$ cat src/rtl/drive_pkg.sv
// Shared types for the single-wheel position drive
// Angle and ratio widths, profiler states, the profiler to PWM command
// and the acceleration ramp table
package drive_pkg;

    localparam int ANGLE_COUNTS = 4096;  // Encoder counts per turn

    typedef logic [11:0] angle_t;  // Angle or distance, modulo one turn
    typedef logic [7:0]  ratio_t;  // PWM high time out of 255
    typedef logic [3:0]  step_t;   // Ramp table index

    typedef enum logic [2:0] {
        st_idle     = 3'd0,
        st_calc     = 3'd1,
        st_accel    = 3'd2,
        st_cruise   = 3'd3,
        st_decel    = 3'd4,
        st_shutdown = 3'd5
    } profile_state_t;

    // Command from profiler to PWM generator
    typedef struct packed {
        ratio_t ratio;      // Requested high time
        logic   direction;  // 0 clockwise, counts up
        logic   enable;     // Bridge enable
    } drive_cmd_t;

    // Acceleration curve, steep at first and flattening toward full speed
    function automatic ratio_t ramp_ratio(input step_t step);
        case (step)
            4'd0:    return 8'd11;
            4'd1:    return 8'd29;
            4'd2:    return 8'd48;
            4'd3:    return 8'd65;
            4'd4:    return 8'd82;
            4'd5:    return 8'd99;
            4'd6:    return 8'd113;
            4'd7:    return 8'd128;
            4'd8:    return 8'd141;
            4'd9:    return 8'd153;
            4'd10:   return 8'd164;
            4'd11:   return 8'd174;
            4'd12:   return 8'd185;
            4'd13:   return 8'd193;
            4'd14:   return 8'd200;
            default: return 8'd206;
        endcase
    endfunction

endpackage

$ cat src/rtl/quadrature_decoder.sv
// Quadrature encoder decoder
// Brings A and B into the clock domain and turns each Gray-code step
// into a count on a wrapping 12-bit angle
`timescale 1ns/1ps

module quadrature_decoder (
    input  logic              clock,
    input  logic              reset_n,
    input  logic              enc_a,
    input  logic              enc_b,
    output drive_pkg::angle_t current_angle
);
    import drive_pkg::*;

    logic [1:0] a_sync;      // Two-flop synchronizer for A
    logic [1:0] b_sync;      // Two-flop synchronizer for B
    logic [1:0] ab_curr;
    logic [1:0] ab_prev;
    logic [3:0] transition;
    logic       count_en;
    angle_t     step_val;

    assign ab_curr    = {a_sync[1], b_sync[1]};
    assign transition = {ab_prev, ab_curr};

    always_ff @(posedge clock or negedge reset_n) begin
        if (!reset_n) begin
            a_sync  <= 2'b00;
            b_sync  <= 2'b00;
            ab_prev <= 2'b00;
        end else begin
            a_sync  <= {a_sync[0], enc_a};
            b_sync  <= {b_sync[0], enc_b};
            ab_prev <= ab_curr;
        end
    end

    // Clockwise runs 00 01 11 10, counter-clockwise the reverse
    always_comb begin
        count_en = 1'b1;
        step_val = 12'd1;
        case (transition)
            4'b0001, 4'b0111, 4'b1110, 4'b1000: step_val = 12'd1;
            4'b0010, 4'b1011, 4'b1101, 4'b0100: step_val = 12'hfff;  // Minus one
            default: count_en = 1'b0;  // No change or illegal jump
        endcase
    end

    always_ff @(posedge clock or negedge reset_n) begin
        if (!reset_n) begin
            current_angle <= '0;
        end else if (count_en) begin
            current_angle <= current_angle + step_val;  // Wraps at one turn
        end
    end

    // Both phases flipping between samples means edges were lost
    a_single_step: assert property (
        @(posedge clock) disable iff (!reset_n)
        (ab_prev ^ ab_curr) != 2'b11
    ) else $error("quadrature_decoder: A and B changed in the same sample");

endmodule

$ cat src/rtl/motion_profiler.sv
// Motion profiler for the wheel drive
// Picks the shorter direction to the target, then ramps the PWM ratio
// up the table, cruises, and ramps down as the target comes near
`timescale 1ns/1ps

module motion_profiler #(
    parameter drive_pkg::angle_t TARGET_TOLERANCE = 12'd20,
    parameter int                PROFILE_DELAY    = 30
) (
    input  logic                  clock,
    input  logic                  reset_n,
    input  drive_pkg::angle_t     target_angle,
    input  drive_pkg::angle_t     current_angle,
    input  logic                  angle_update,
    input  logic                  abort_angle,
    input  logic                  pwm_done,
    output drive_pkg::drive_cmd_t cmd,
    output logic                  pwm_update,
    output logic                  angle_done
);
    import drive_pkg::*;

    localparam int DELAY_W = (PROFILE_DELAY > 1) ? $clog2(PROFILE_DELAY) : 1;
    localparam logic [DELAY_W-1:0] DELAY_LAST = DELAY_W'(PROFILE_DELAY - 1);
    localparam angle_t HALF_TURN = angle_t'(ANGLE_COUNTS / 2);
    localparam step_t  SMALL_TOP = 4'd8;
    localparam step_t  MED_TOP   = 4'd10;
    localparam step_t  BIG_TOP   = 4'd14;

    profile_state_t     state;
    profile_state_t     state_next;
    step_t              curr_step;
    step_t              step_next;
    step_t              top_step;     // Highest ramp step for this move
    logic [DELAY_W-1:0] delay_cnt;    // PWM periods spent on the current step
    angle_t             dist_cw;
    angle_t             dist_ccw;
    angle_t             dist_min;
    angle_t             remaining;
    angle_t             decel_limit;
    logic               dir_pick;
    logic               dir_q;
    logic               step_adv;
    logic               near_target;
    logic               arrived;
    logic               moving_next;
    ratio_t             ratio_q;
    ratio_t             ratio_next;

    // Distances both ways round, from the live encoder angle
    assign dist_cw   = target_angle - current_angle;
    assign dist_ccw  = current_angle - target_angle;
    assign dir_pick  = !(dist_cw < dist_ccw);      // Tie goes counter-clockwise
    assign dist_min  = dir_pick ? dist_ccw : dist_cw;
    assign remaining = dir_q ? dist_ccw : dist_cw;

    // Longer ramps need more room to slow down
    always_comb begin
        case (top_step)
            SMALL_TOP: decel_limit = 12'd16;
            MED_TOP:   decel_limit = 12'd32;
            default:   decel_limit = 12'd64;
        endcase
    end

    // A distance above half a turn means the wheel has gone past the target
    assign near_target = (remaining < decel_limit) || (remaining > HALF_TURN);
    assign arrived     = (remaining < TARGET_TOLERANCE) || (remaining > HALF_TURN);
    assign step_adv    = pwm_done && (delay_cnt == DELAY_LAST);

    always_comb begin
        state_next = state;
        case (state)
            st_idle: begin
                if (angle_update) state_next = st_calc;
            end
            st_calc: begin
                state_next = (dist_min <= TARGET_TOLERANCE) ? st_idle : st_accel;
            end
            st_accel: begin
                if (abort_angle || near_target) begin
                    state_next = st_decel;
                end else if (curr_step == top_step) begin
                    state_next = st_cruise;
                end
            end
            st_cruise: begin
                if (abort_angle || near_target) state_next = st_decel;
            end
            st_decel: begin
                if (arrived) state_next = st_shutdown;
            end
            st_shutdown: begin
                if (pwm_done) state_next = st_idle;  // Zero ratio has gone out
            end
            default: state_next = st_idle;
        endcase
    end

    always_comb begin
        step_next = curr_step;
        case (state)
            st_idle, st_calc: step_next = '0;
            st_accel: begin
                if (step_adv && (curr_step < top_step)) step_next = curr_step + 4'd1;
            end
            st_decel: begin
                if (step_adv && (curr_step != 4'd0)) step_next = curr_step - 4'd1;
            end
            default: step_next = curr_step;
        endcase
    end

    // First entry is loaded in calc so the generator has it when enable rises
    always_comb begin
        case (state_next)
            st_calc, st_accel, st_cruise, st_decel: ratio_next = ramp_ratio(step_next);
            default:                                ratio_next = '0;
        endcase
    end

    assign moving_next = state_next inside {st_accel, st_cruise, st_decel, st_shutdown};

    assign cmd.ratio     = ratio_q;
    assign cmd.direction = (state == st_calc) ? dir_pick : dir_q;
    assign cmd.enable    = moving_next;

    always_ff @(posedge clock or negedge reset_n) begin
        if (!reset_n) begin
            state      <= st_idle;
            curr_step  <= '0;
            top_step   <= BIG_TOP;
            dir_q      <= 1'b0;
            delay_cnt  <= '0;
            ratio_q    <= '0;
            pwm_update <= 1'b0;
            angle_done <= 1'b0;
        end else begin
            state      <= state_next;
            curr_step  <= step_next;
            ratio_q    <= ratio_next;
            pwm_update <= (ratio_next != ratio_q);
            angle_done <= (state_next == st_idle) &&
                          ((state == st_shutdown) || (state == st_calc));

            if (state == st_calc) begin
                dir_q <= dir_pick;
                if (dist_min < 12'd10)      top_step <= SMALL_TOP;
                else if (dist_min < 12'd30) top_step <= MED_TOP;
                else                        top_step <= BIG_TOP;
            end

            // Count whole PWM periods on each ramp step
            if ((state == st_accel) || (state == st_decel)) begin
                if (step_adv) delay_cnt <= '0;
                else if (pwm_done) delay_cnt <= delay_cnt + 1'b1;
            end else begin
                delay_cnt <= '0;
            end
        end
    end

    a_step_bound: assert property (
        @(posedge clock) disable iff (!reset_n)
        curr_step <= top_step
    ) else $error("motion_profiler: ramp step above the top step of the move");

    // Done only in idle with the ratio at zero and the wheel at the target
    a_done_edge: assert property (
        @(posedge clock) disable iff (!reset_n)
        angle_done |-> (state == st_idle) && (ratio_q == '0) &&
                       ((dist_min <= TARGET_TOLERANCE) || (remaining > HALF_TURN))
    ) else $error("motion_profiler: angle_done away from the target or outside idle");

endmodule

$ cat src/rtl/pwm_generator.sv
// PWM generator for the H-bridge
// Runs the period counter and applies a new ratio and direction only at
// a period boundary, flagging each completed period with pwm_done
`timescale 1ns/1ps

module pwm_generator #(
    parameter int PWM_PERIOD = 255  // Clocks per period, at most 256
) (
    input  logic                  clock,
    input  logic                  reset_n,
    input  drive_pkg::drive_cmd_t cmd,
    input  logic                  pwm_update,
    output logic                  pwm_out,
    output logic                  pwm_direction,
    output logic                  pwm_enable,
    output logic                  pwm_done
);
    import drive_pkg::*;

    localparam ratio_t LAST_COUNT = ratio_t'(PWM_PERIOD - 1);

    ratio_t period_cnt;
    ratio_t ratio_q;       // Ratio in force for the current period
    logic   pending;       // Update seen, waiting for the boundary
    logic   period_end;
    logic   period_start;

    assign period_end   = (period_cnt == LAST_COUNT);
    assign period_start = period_end || !pwm_enable;  // Next clock opens a period

    always_ff @(posedge clock or negedge reset_n) begin
        if (!reset_n) begin
            period_cnt <= '0;
            pwm_enable <= 1'b0;
        end else begin
            pwm_enable <= cmd.enable;
            if (period_start) period_cnt <= '0;
            else period_cnt <= period_cnt + 8'd1;
        end
    end

    always_ff @(posedge clock or negedge reset_n) begin
        if (!reset_n) begin
            ratio_q       <= '0;
            pwm_direction <= 1'b0;
            pending       <= 1'b0;
        end else if (period_start && (pending || pwm_update)) begin
            ratio_q       <= cmd.ratio;
            pwm_direction <= cmd.direction;
            pending       <= 1'b0;
        end else if (pwm_update) begin
            pending <= 1'b1;
        end
    end

    // High for ratio_q clocks from the start of each period
    assign pwm_out  = pwm_enable && (period_cnt < ratio_q);
    assign pwm_done = pwm_enable && period_end;

endmodule

$ cat src/rtl/wheel_drive_top.sv
// Wheel position drive, top level
// Encoder decoder feeding the motion profiler, which commands the PWM stage
`timescale 1ns/1ps

module wheel_drive_top #(
    parameter drive_pkg::angle_t TARGET_TOLERANCE = 12'd20,
    parameter int                PROFILE_DELAY    = 30,
    parameter int                PWM_PERIOD       = 255
) (
    input  logic              clock,
    input  logic              reset_n,
    input  drive_pkg::angle_t target_angle,
    input  logic              angle_update,
    input  logic              abort_angle,
    input  logic              enc_a,
    input  logic              enc_b,
    output logic              pwm_out,
    output logic              pwm_direction,
    output logic              pwm_enable,
    output drive_pkg::angle_t current_angle,
    output logic              angle_done
);
    import drive_pkg::*;

    drive_cmd_t cmd;         // Ratio, direction and enable to the PWM stage
    logic       pwm_update;
    logic       pwm_done;

    quadrature_decoder u_decoder (
        .clock         (clock),
        .reset_n       (reset_n),
        .enc_a         (enc_a),
        .enc_b         (enc_b),
        .current_angle (current_angle)
    );

    motion_profiler #(
        .TARGET_TOLERANCE (TARGET_TOLERANCE),
        .PROFILE_DELAY    (PROFILE_DELAY)
    ) u_profiler (
        .clock         (clock),
        .reset_n       (reset_n),
        .target_angle  (target_angle),
        .current_angle (current_angle),
        .angle_update  (angle_update),
        .abort_angle   (abort_angle),
        .pwm_done      (pwm_done),
        .cmd           (cmd),
        .pwm_update    (pwm_update),
        .angle_done    (angle_done)
    );

    pwm_generator #(
        .PWM_PERIOD (PWM_PERIOD)
    ) u_pwm (
        .clock         (clock),
        .reset_n       (reset_n),
        .cmd           (cmd),
        .pwm_update    (pwm_update),
        .pwm_out       (pwm_out),
        .pwm_direction (pwm_direction),
        .pwm_enable    (pwm_enable),
        .pwm_done      (pwm_done)
    );

endmodule

$ cat config.mk
export PLATFORM = sky130hd
export DESIGN_NAME = wheel_drive_top
export DESIGN_NICKNAME = d
export VERILOG_FILES = /design/src/rtl/drive_pkg.sv /design/src/rtl/quadrature_decoder.sv /design/src/rtl/motion_profiler.sv /design/src/rtl/pwm_generator.sv /design/src/rtl/wheel_drive_top.sv
export SDC_FILE = /design/constraint.sdc
export NUM_CORES = 1
export LEC_CHECK = 0
export ABC_CLOCK_PERIOD_IN_PS = 5700
export BUFFER_PORTS_ARGS = -buffer_cell sky130_fd_sc_hd__buf_2
export CORE_ASPECT_RATIO = 0.9
export CORE_MARGIN = 2
export CORE_UTILIZATION = 30
export DETAILED_ROUTE_END_ITERATION = 8
export PLACE_DENSITY = 0.5
export SLEW_MARGIN = 20
export SYNTH_ARGS = -nofsm -noshare
export SYNTH_HDL_FRONTEND = slang
export SYNTH_SLANG_ARGS = --single-unit
$ cat constraint.sdc
create_clock -name clock -period 5.7 [get_ports clock]
set_clock_uncertainty 0.15 [all_clocks]
set_input_delay 0.855 -clock clock [delete_from_list [all_inputs] [get_ports clock]]
set_output_delay 0.855 -clock clock [all_outputs]
set_load 0.1 [all_outputs]
After elaboration in Yosys (flattened, before gate mapping):

Memory sizes are Yosys's and may differ from the RTL's.
Cells that the tools add are included.

* output and inout bits: 16
* bits in registers: 64
* input bits: 18
* memories: 1
* logic and storage cells: 110
* bits in read-only memories: 128

* $lt $le $gt $ge: 9
* reductions and logical operators: 25
* equality and inequality tests: 25
* mux-type cells: 26
* add/subtract/negate cells: 7

Memory list
* (name not given): words 16, width 8, read ports 1, clocked after memory_dff 0, write ports 0, line drive_pkg.sv:30 `case (step)`

Operators by type and width (count)
* $mux 12: 3
* $eq 4x4->1 const B: 6
* $lt 12x5->1 const B: 2
* $sub 12x12->12: 2
* $mux 3: 7
* $pmux 3 s6: 1
* $mux 8: 2
* $mux 5: 3
* $pmux 7 s2: 1
* $add 12x12->12: 1
* $eq 3x2->1 const B: 4
* $eq 3x3->1 const B: 4
* $gt 12x12->1 const B: 1
* $le 12x5->1 const B: 1
* $lt 12x12->1: 1
* $lt 12x4->1 const B: 1
* $lt 12x7->1: 1
* $mux 4: 3
* $pmux 4 s3: 1
* $add 8x1->8 const B: 1
* $eq 4x3->1 const B: 2
* $eq 8x8->1 const B: 1
* $lt 8x8->1: 1
* $ne 8x8->1: 1
* other kinds (21): 41

Logic depth before layout (Yosys ltp):

Gate-level depths: netlist (run 1).

* word-level depth: 11
* mapped depth: 20
* depth with buffers taken out: 20

Modules after synthesis:

A second synthesis (run 1) with hierarchy kept.

* cells, all modules: 695
* area, all modules: 6038.3 um^2

By module, submodules not included
* motion_profiler: cells an instance 499, sequential area each 628.1 um^2, instances 1, area each 3947.5 um^2
* quadrature_decoder: cells an instance 102, sequential area each 450.4 um^2, instances 1, area each 1056.0 um^2
* pwm_generator: cells an instance 94, sequential area each 475.5 um^2, instances 1, area each 1034.7 um^2

Worst setup path after synthesis (run 1):

Ideal clock, no wire load.

* path kind: register to register
* from: register u_decoder.current_angle[0]
* to: register u_profiler.pwm_update
* arrival time: 4.846 ns
* buffers on the path: 0
* stages on the path, launching flop included: 19
* period minus slack after synthesis: 5.132 ns
* required time: 5.414 ns
* setup slack: 0.568 ns
* library setup time: 0.136 ns
* cell sequence: dfrtp_1 > ha_1 > inv_1 > fa_1 > a21o_2 > a221oi_4 > and2b_2 > o22ai_1 > xnor2_1 > ha_1 > a21o_1 > a21oi_1 > o21ai_1 > and4_1 > a41o_2 > a31oi_1 > nand2_2 > o21ai_0 > nand4_1

* cells in the longest elaborated chain, start to end: 11
* elaborated cells on any way between the ends: 24
* those cells by class: add/sub: 2; order compare: 5; eq/ne: 5; mux: 8; reduce/logical: 4

RTL lines
* start: declaration: line quadrature_decoder.sv:11 `output drive_pkg::angle_t current_angle`
* start signal: assignment: line quadrature_decoder.sv:53 `current_angle <= current_angle + step_val;`
* parallel branches: the longest is 6 deep, another holds $sub 12x12->12
* $pmux 3 s6 *: line motion_profiler.sv:73 `case (state)`
* $eq 3x1->1, or another cell as far along: line motion_profiler.sv:116 `case (state_next)`
* $reduce_or 4->1 *: line motion_profiler.sv:116
* $mux 8 *: line motion_profiler.sv:116
* $ne 8x8->1 *: line motion_profiler.sv:142 `pwm_update <= (ratio_next != ratio_q);`
* end signal: assignment: line motion_profiler.sv:142
* end: declaration: line motion_profiler.sv:18 `output logic pwm_update,`

Every way passes the cells marked *.
A chain may end at the register's enable or synchronous reset.

Worst setup path after layout (run 1):

* from: input port target_angle[0]
* to: register u_profiler.pwm_update

* cells in the longest elaborated chain, start to end: 11
* elaborated cells on any way between the ends: 24
* those cells by class: add/sub: 2; order compare: 5; eq/ne: 5; mux: 8; reduce/logical: 4

RTL lines
* start: declaration: line wheel_drive_top.sv:12 `input drive_pkg::angle_t target_angle,`
* parallel branches: the longest is 6 deep, another holds $sub 12x12->12
* $pmux 3 s6 *: line motion_profiler.sv:73
* $eq 3x1->1, or another cell as far along: line motion_profiler.sv:116
* $reduce_or 4->1 *: line motion_profiler.sv:116
* $mux 8 *: line motion_profiler.sv:116
* $ne 8x8->1 *: line motion_profiler.sv:142

Marks and branches as above.

==> impl_results.md, run 1 <==
* Utilization of the core after routing at 33.8%
* Reg clk slew, reported paths at 60 ps
* Vias at 4827
* Top_reg_cell synth: sky130_fd_sc_hd__dfrtp_1
* Hold Slack at 198 ps
* Largest incremental delay on the critical path at 530 ps
* Initial antenna violation count at 0
* Ratio of cells with drive above 1 in the final layout at 12.8%
* Syn-to-layout area delta at 10.9%
* Commonest non-fill, non-tap cell in the layout: sky130_fd_sc_hd__nor2_1
* Count of inserted antenna diode cells at 0
* Critical Path End Type: flip-flop
* RD Place Congestion at 0.814
* Worst min path class: reg -> reg
* 1st-pass router iterations at 4
* Register area share after synthesis at 26.7%
* Average cell area after synthesis at 8.62 sq um
* Initial core utilization at 30.5%
* Cell area after synthesis at 5830 sq um
* Number of nets with antenna violations after routing at 0
* Placement Rows at 48
* Sum Neg Setup Slack at 0 ps
* Syn nets at 764
* Post-CTS Setup Repair Bufs at 0
* Number of DRC violations after detailed routing at 0
* Worst Max-Slew Pin Slew at 945 ps
* Fill cell instance count of the final layout at 2014
* Final critical-path required period at 5150 ps
* Number of buffers on the longest clock path at 2
* FF/Latch Area at 1550 sq um
* Final setup vio count at 0
* # Max-Cap Violations at 0
* Post-detailed-placement cell area at 6170 sq um
* WL final at 14.2 mm
* Hold-fix buffers at CTS at 0
* Startpoint types: input port
* Vias in the first global route at 4524
* DRT iter0 DRCs at 387
* Largest delay share family, worst path: compound AO/OA/AOI/OAI gates
* Library cell used as clock root buffer: sky130_fd_sc_hd__clkbuf_16
* Routed WL per cell at 14.8 um
* EDFF count, synth at 0
* Maximum clock frequency at 0.194 GHz
* Buffering stage count on the worst path with inverters included at 3
* Count of mapped cells out of synthesis at 676
* Number of unique standard cell types used by synthesis at 79
* CP max FO at 10
* Largest net degree at the start of global routing at 63
* Max-slew violation count at 0
* Cell with the largest stage delay on the worst path: sky130_fd_sc_hd__a31oi_1
* Headroom to the max-slew limit at 36.7%
* Die height at 136 um
* Count of synthesis-stage warnings from yosys at 0
* Arrival time worst endpoint at 5210 ps
* Global-route wire length before repair at 23.8 mm
* Area taken by multi-input logic gates at 3860 sq um
* Total half-perimeter wirelength after legalization and detailed placement at 11.0 mm
* CTS tree: built
* I/O Pins at 34
* Crit path cell chain: buf_2 -> inv_1 -> ha_1 -> inv_1 -> fa_1 -> a21o_2 -> a221oi_4 -> and2b_2 -> o22ai_1 -> xnor2_1 -> ha_1 -> a21o_1 -> a21oi_1 -> o21ai_1 -> and4_1 -> a41o_2 -> a31oi_1 -> nand2_2 -> o21ai_0 -> nand4_1
* Overall Global Routing Usage at 14.6%
* Die ar. at 20600 sq um
* Status: complete, no violations
* Fraction of registers with async set/reset at 100%
* Maximum level of the CTS H-tree at 3
* Final cycle utilization of the critical path at 90.4%
* Number of buffers inserted during clock tree synthesis at 9
* Setup repair after global routing missed its margin: false
* Post-route cell area at 6460 sq um
* Total grt overflow at 0
* Clock Sink Count at 62
* Post-cts repair resize count at 0
* Number of port buffers at 33
* Category of the most critical setup path: in -> reg
* Post-detailed-route via-to-cell ratio at 5.03
* Top library cells by usage in the layout, fill and taps aside: 69 x sky130_fd_sc_hd__nor2_1, 67 x sky130_fd_sc_hd__ha_1, 60 x sky130_fd_sc_hd__dfrtp_1
* Number of nets in the finished design at 792
* Die W at 151 um
* Placeable core area at 19100 sq um
* Number of hold violations in the final report at 0
* Later-pin clock latency in the skew report at 340 ps
* Critical path required time at 5760 ps
* Flip-flop and latch count after synthesis at 62
==> synthesized netlist by cell type, types with 6 or more instances <==
cell type,count,area [sq um]
sky130_fd_sc_hd__xnor2_1,21,184
sky130_fd_sc_hd__ha_1,67,838
sky130_fd_sc_hd__o211ai_1,6,45.0
sky130_fd_sc_hd__nor2_1,69,259
sky130_fd_sc_hd__and4_1,6,52.6
sky130_fd_sc_hd__clkbuf_8,7,96.3
sky130_fd_sc_hd__dfrtp_1,60,1500
sky130_fd_sc_hd__o21ai_0,39,195
sky130_fd_sc_hd__mux2_2,8,90.1
sky130_fd_sc_hd__nand2b_1,8,50.1
sky130_fd_sc_hd__inv_1,53,199
sky130_fd_sc_hd__clkbuf_1,10,37.5
sky130_fd_sc_hd__nor2b_1,8,50.1
sky130_fd_sc_hd__and2_1,7,43.8
sky130_fd_sc_hd__o21a_1,10,75.1
sky130_fd_sc_hd__and3_1,7,43.8
sky130_fd_sc_hd__a21o_1,13,97.6
sky130_fd_sc_hd__a31oi_1,9,56.3
sky130_fd_sc_hd__a21oi_1,43,215
sky130_fd_sc_hd__mux2i_1,9,90.1
sky130_fd_sc_hd__a211oi_1,7,52.6
sky130_fd_sc_hd__nor3_1,12,60.1
sky130_fd_sc_hd__nand3_1,19,95.1
sky130_fd_sc_hd__nand4_1,9,56.3
sky130_fd_sc_hd__xor2_1,22,193
sky130_fd_sc_hd__nand2_1,44,165
==> metal layers <==
metal | track usage [%] | share of wire (%) | vias up
met5 | 0 | 0 | -
met4 | 5.04 | 1.8 | 0
met3 | 2.68 | 3.1 | 15
met2 | 20.5 | 42 | 70
met1 | 22.2 | 54 | 2253
li1 | - | - | 2489
==> worst paths after layout <==
kind,start,end,slack [ps],cells after the start
min in group asynchronous,reset_n,u_decoder.current_angle[11],540,2
max,target_angle[0],u_profiler.pwm_update,550,20
max reg2reg,u_decoder.current_angle[0],u_profiler.pwm_update,710,18
min,u_decoder.b_sync[0],u_decoder.b_sync[1],200,0
min reg2reg,u_decoder.b_sync[0],u_decoder.b_sync[1],200,0
max in group asynchronous,reset_n,u_profiler.angle_done,4300,2
==> kinds of logic after synthesis <==
family,count (synthesis),share of synthesized area [%]
AO/OA/AOI/OAI,184,22.1
adder cells (fa/ha/maj),70,15.4
multiplexers,17,3.09
buffers and inverters,79,7.00
flip-flops,62,26.7
XOR/XNOR,43,6.46
AND/OR/NAND/NOR,221,19.2
==> cell type report <==
cell class              instances  share of cell area [%]
repair buffers                 42                    3.60
clock inverters                 4                   0.465
multi-input cells             535                    59.8
inverters                      54                    3.14
clock buffers                  12                    4.12
flip-flops and latches         62                    24.0
well taps                     250                    4.84
==> state kept, by name (all words and copies together), names as in the netlist <==
name	cells
u_profiler.curr_step	4
u_decoder.ab_prev	2
u_pwm.ratio_q	8
u_decoder.a_sync	2
u_profiler.ratio_q	8
u_profiler.angle_done	1
u_decoder.current_angle	12
u_profiler.delay_cnt	5
u_profiler.dir_q	1
u_pwm.period_cnt	8
u_profiler.top_step	2
u_pwm.pending	1
u_pwm.pwm_direction	1
u_decoder.b_sync	2
u_pwm.pwm_enable	1
u_profiler.pwm_update	1
u_profiler.state	3
==> stage by stage <==
stage / instances / worst slack, ps
2_1_floorplan: 676 / 568
3_3_place_gp: 943 / 406
3_5_place_dp: 943 / 257
4_1_cts: 959 / 608
5_1_grt: 959 / 302
6_report: 959 / 546
Power of run 1 is left out: the tool's default activity adds up to more than one toggle a clock period on the data nets, which glitch-free logic cannot reach.
==> run 2, diff against run 1 <==
--- a/config.mk
+++ b/config.mk
@@ -9,9 +9,9 @@
 export BUFFER_PORTS_ARGS = -buffer_cell sky130_fd_sc_hd__buf_2
 export CORE_ASPECT_RATIO = 0.9
 export CORE_MARGIN = 2
-export CORE_UTILIZATION = 30
+export CORE_UTILIZATION = 63
 export DETAILED_ROUTE_END_ITERATION = 8
-export PLACE_DENSITY = 0.5
+export PLACE_DENSITY = 0.87
 export SLEW_MARGIN = 20
 export SYNTH_ARGS = -nofsm -noshare
 export SYNTH_HDL_FRONTEND = slang
==> run 2 against run 1 <==
Compared with the run above:
- cell count down 14%
- non-clock buffer count fell by 5
- sequential share of layout area increased by 1.1 points
==> impl_results.md, run 2 (synthesis gave the netlist of run 1 again) <==
* Number of nets in the finished design at 787
* Arrival time worst endpoint at 5440 ps
* Category of the most critical setup path: in -> reg
* Post-detailed-route via-to-cell ratio at 6.18
* 1st-pass router iterations at 6
* Sum Neg Setup Slack at 0 ps
* Worst min path class: reg -> reg
* # Max-Cap Violations at 0
* Final setup vio count at 0
* Largest delay share family, worst path: compound AO/OA/AOI/OAI gates
* Final critical-path required period at 5380 ps
* Register with the most flip-flops: u_decoder.current_angle
* Total half-perimeter wirelength after legalization and detailed placement at 10.4 mm
* Number of buffers on the longest clock path at 2
* Crit path cell chain: buf_2 -> inv_1 -> ha_1 -> inv_1 -> fa_1 -> a21o_2 -> a221oi_4 -> and2b_2 -> o22ai_1 -> xnor2_1 -> ha_1 -> nand4_1 -> o21ai_2 -> nor4_1 -> and4b_1 -> a41o_2 -> a31oi_1 -> nand2_2 -> o2bb2ai_1 -> nand4_1
* Count of inserted antenna diode cells at 0
* Top library cells by usage in the layout, fill and taps aside: 69 x sky130_fd_sc_hd__nor2_1, 67 x sky130_fd_sc_hd__ha_1, 60 x sky130_fd_sc_hd__dfrtp_1
* Commonest non-fill, non-tap cell in the layout: sky130_fd_sc_hd__nor2_1
* Worst Max-Slew Pin Slew at 909 ps
* Hold-fix buffers at CTS at 0
* Placeable core area at 9040 sq um
* WL final at 13.6 mm
* Number of port buffers at 33
* Ratio of cells with drive above 1 in the final layout at 12.4%
* Global-route wire length before repair at 22.7 mm
* Die ar. at 10000 sq um
* Vias in the first global route at 4807
* Length in cells of the worst reg-to-reg path at 18
* Max FFs per register at 12
* Critical path required time at 5760 ps
* Reg clk slew, reported paths at 70 ps
* Status: complete, no violations
* Number of DRC violations after detailed routing at 0
* Vias at 5107
* DRT iter0 DRCs at 386
* Critical Path End Type: flip-flop
* Later-pin clock latency in the skew report at 350 ps
* Library cell used as clock root buffer: sky130_fd_sc_hd__clkbuf_8
* Endpoint of the worst hold-timing path: u_decoder.b_sync[1]
* Syn-to-layout area delta at 5.88%
* Number of nets with antenna violations after routing at 0
* Fill cell instance count of the final layout at 708
* Hold Path Stages at 0
* Initial core utilization at 64.4%
* Number of buffers inserted during clock tree synthesis at 9
* Launch instance of the worst register-to-register path: u_decoder.current_angle[0]
* Cell with the largest stage delay on the worst path: sky130_fd_sc_hd__a31oi_1
* Maximum clock frequency at 0.186 GHz
* Setup repair after global routing missed its margin: false
* Post-cts repair resize count at 0
* Die height at 95.2 um
* Final cycle utilization of the critical path at 94.4%
* CTS tree: built
* Largest net degree at the start of global routing at 63
* CP max FO at 10
* Post-CTS Setup Repair Bufs at 0
* Placement Rows at 33
* RD Place Congestion at 0.919
* Largest incremental delay on the critical path at 520 ps
* Clock Sink Count at 62
* Buffering stage count on the worst path with inverters included at 3
* I/O Pins at 34
* Startpoint types: input port
* Destination of the worst register-to-register timing path: u_profiler.pwm_update
* Initial antenna violation count at 0
* Number of hold violations in the final report at 0
* Total grt overflow at 0
* Overall Global Routing Usage at 28.3%
* Hold wc startpoint: u_decoder.b_sync[0]
* Max-slew violation count at 0
* Die W at 105 um
* Headroom to the max-slew limit at 39.2%
* Register-to-register setup slack at 450 ps
* Maximum level of the CTS H-tree at 3
* Routed WL per cell at 16.5 um
[run 2: how the worst max path moves through the flow]
stage                                from                     to  slack, ps  cells after the start
2_1_floorplan  u_decoder.current_angle[0]  u_profiler.pwm_update        570                     18
6_report                  target_angle[0]  u_profiler.pwm_update        320                     20
4_1_cts                   target_angle[0]  u_profiler.pwm_update        330                     20
3_5_place_dp              target_angle[0]  u_profiler.pwm_update         40                     20
5_1_grt                   target_angle[0]  u_profiler.pwm_update         80                     20
3_3_place_gp              target_angle[0]  u_profiler.pwm_update        260                     20
[run 2: per-layer routing]
metal,up-vias,wire (um),global-route usage [%]
li1,2479,-,-
met1,2435,6600,40.0
met2,173,6050,44.1
met3,20,771,4.99
met4,0,184,9.11
met5,-,0,0
[run 2: final cells by class]
type | count | area (sq um) | area share (%)
timing repair buffer | 37 | 195 | 3.16
multi-input combinational | 535 | 3870 | 62.7
tap | 122 | 153 | 2.47
clock buffer | 9 | 124 | 2.01
sequential | 62 | 1550 | 25.2
inverter | 54 | 203 | 3.29
clock inverter | 7 | 72.6 | 1.18
[run 2: through the flow]
stage               util (%)  cells  instance area (sq um)  setup WS, ps  hold slack (ps)
finish                  68.2    826                   6170           321              205
global route            68.2    826                   6170          76.4              211
CTS                     68.2    826                   6160           331              208
detailed placement      66.0    810                   5970          41.8              190
global placement        66.0    810                   5970           260              186
floorplan                  -    676                   5830           568              181
Power of run 2 is left out for the same reason.
==> run 3, diff against run 2 <==
--- a/config.mk
+++ b/config.mk
@@ -8,7 +8,6 @@
 export ABC_CLOCK_PERIOD_IN_PS = 5700
 export BUFFER_PORTS_ARGS = -buffer_cell sky130_fd_sc_hd__buf_2
 export CORE_ASPECT_RATIO = 0.9
-export CORE_MARGIN = 2
 export CORE_UTILIZATION = 63
 export DETAILED_ROUTE_END_ITERATION = 8
 export PLACE_DENSITY = 0.87
==> run 3 against run 2 <==
Compared with the run above:
- flip-flop and latch count unchanged
- via count up 0.90%
- global-route usage up 3.0 points
- hold slack worse by 1.4 ps
- wire length up 3.4%
- largest cell class unchanged
- utilization up 1.9 points
- setup slack better by 220 ps
- first-iteration DRC count up 12%
- sequential share of layout area up 0.087 points
==> impl_results.md, run 3 (synthesis gave the netlist of run 1 again) <==
* Status: complete, no violations
* Hold-fix buffers at CTS at 0
* Headroom to the max-slew limit at 36.8%
* Post-CTS Setup Repair Bufs at 0
* Routed WL per cell at 17.1 um
* Placeable core area at 8770 sq um
* Number of buffers inserted during clock tree synthesis at 9
* Commonest non-fill, non-tap cell in the layout: sky130_fd_sc_hd__nor2_1
* Number of buffers on the longest clock path at 2
* Largest incremental delay on the critical path at 430 ps
* Library cell used as clock root buffer: sky130_fd_sc_hd__clkbuf_8
* Later-pin clock latency in the skew report at 350 ps
* Final cycle utilization of the critical path at 90.6%
* Endpoint of the worst hold-timing path: u_decoder.b_sync[1]
* Vias at 5153
* Buffering stage count on the worst path with inverters included at 3
* Total grt overflow at 0
* Critical Path End Type: flip-flop
* Register with the most flip-flops: u_decoder.current_angle
* Overall Global Routing Usage at 31.2%
* Initial core utilization at 66.4%
* Reg clk slew, reported paths at 80 ps
* Final critical-path required period at 5160 ps
* Clock Sink Count at 62
* Sum Neg Setup Slack at 0 ps
* Register-to-register setup slack at 680 ps
* Initial antenna violation count at 0
* Ratio of cells with drive above 1 in the final layout at 12.5%
* Startpoint types: input port
* Total half-perimeter wirelength after legalization and detailed placement at 10.7 mm
* Setup repair after global routing missed its margin: false
* Worst min path class: reg -> reg
* Destination of the worst register-to-register timing path: u_profiler.pwm_update
* Launch instance of the worst register-to-register path: u_decoder.current_angle[0]
* 1st-pass router iterations at 5
* Critical path required time at 5770 ps
* Hold wc startpoint: u_decoder.b_sync[0]
* Syn-to-layout area delta at 5.52%
* Global-route wire length before repair at 23.3 mm
* Die W at 103 um
* Die height at 93.2 um
* Maximum clock frequency at 0.194 GHz
* Vias in the first global route at 4787
* Number of DRC violations after detailed routing at 0
* Post-placement cell count at 807
* Arrival time worst endpoint at 5230 ps
* Setup slack of the critical path after layout at 538 ps
* Number of hold violations in the final report at 0
* Final setup vio count at 0
* Largest net degree at the start of global routing at 63
* Hold Path Stages at 0
* RD Place Congestion at 0.955
* Hold Slack at 204 ps
* Cell with the largest stage delay on the worst path: sky130_fd_sc_hd__fa_1
* Max FFs per register at 12
* # Max-Cap Violations at 0
* DRT iter0 DRCs at 434
* Top library cells by usage in the layout, fill and taps aside: 69 x sky130_fd_sc_hd__nor2_1, 67 x sky130_fd_sc_hd__ha_1, 60 x sky130_fd_sc_hd__dfrtp_1
* Crit path cell chain: buf_2 -> inv_1 -> ha_1 -> inv_1 -> fa_1 -> a21o_2 -> a221oi_4 -> and2b_2 -> o22ai_1 -> xnor2_1 -> ha_1 -> a21o_1 -> a21oi_1 -> o21ai_2 -> and4_1 -> a41o_2 -> a31oi_2 -> nand2_2 -> o21ai_0 -> nand4_1
* CP max FO at 10
* WL final at 14.1 mm
* Setup slack at placement at 28.9 ps
* Die ar. at 9640 sq um
* Filler-free cell count of the finished design at 823
* Number of port buffers at 33
* Number of nets with antenna violations after routing at 0
* Placement Rows at 32
* Number of nets in the finished design at 787
* Largest delay share family, worst path: compound AO/OA/AOI/OAI gates
* Category of the most critical setup path: in -> reg
* Worst Max-Slew Pin Slew at 945 ps
* Count of inserted antenna diode cells at 0
* Post-detailed-route via-to-cell ratio at 6.26
* Maximum level of the CTS H-tree at 3
* CTS tree: built
* I/O Pins at 34
* Post-cts repair resize count at 0
* Max-slew violation count at 0
* Length in cells of the worst reg-to-reg path at 18
run 3: cell types whose count changed in the layout (fill, tap and decap cells not counted):
cell	change
sky130_fd_sc_hd__bufinv_16	-1
sky130_fd_sc_hd__a31oi_1	-1
sky130_fd_sc_hd__clkinvlp_4	-1
sky130_fd_sc_hd__clkinv_2	+1
sky130_fd_sc_hd__a31oi_2	+1
sky130_fd_sc_hd__inv_6	+1
run 3: final cells by class:
class                      instances  area [sq um]
timing repair buffer              37           195
sequential                        62          1550
clock inverter                     7          48.8
multi-input combinational        535          3870
fill                             711          2620
inverter                          54           203
clock buffer                       9           124
tap                              119           149
run 3: routing by layer:
metal  routed length, um  up-vias  global-route usage, %
met5                   0        -                      0
met4                 224        0                   9.27
met3                 875       22                   4.78
met2                6260      210                   46.1
met1                6710     2447                   46.8
li1                    -     2474                      -
run 3: metrics by stage:
step           util [%]  area (sq um)
2_1_floorplan         -          5830
3_3_place_gp       68.0          5960
3_5_place_dp       68.0          5960
4_1_cts            70.0          6140
5_1_grt            70.1          6150
6_report           70.1          6150
run 3: worst max path at each step:
stage                                     from                     to  depth (start not counted)
floorplan           u_decoder.current_angle[0]  u_profiler.pwm_update                         18
global placement               target_angle[0]  u_profiler.pwm_update                         20
detailed placement             target_angle[0]  u_profiler.pwm_update                         20
CTS                            target_angle[0]  u_profiler.pwm_update                         20
global route                   target_angle[0]  u_profiler.pwm_update                         20
finish                         target_angle[0]  u_profiler.pwm_update                         20
Power of run 3 is left out for the same reason.
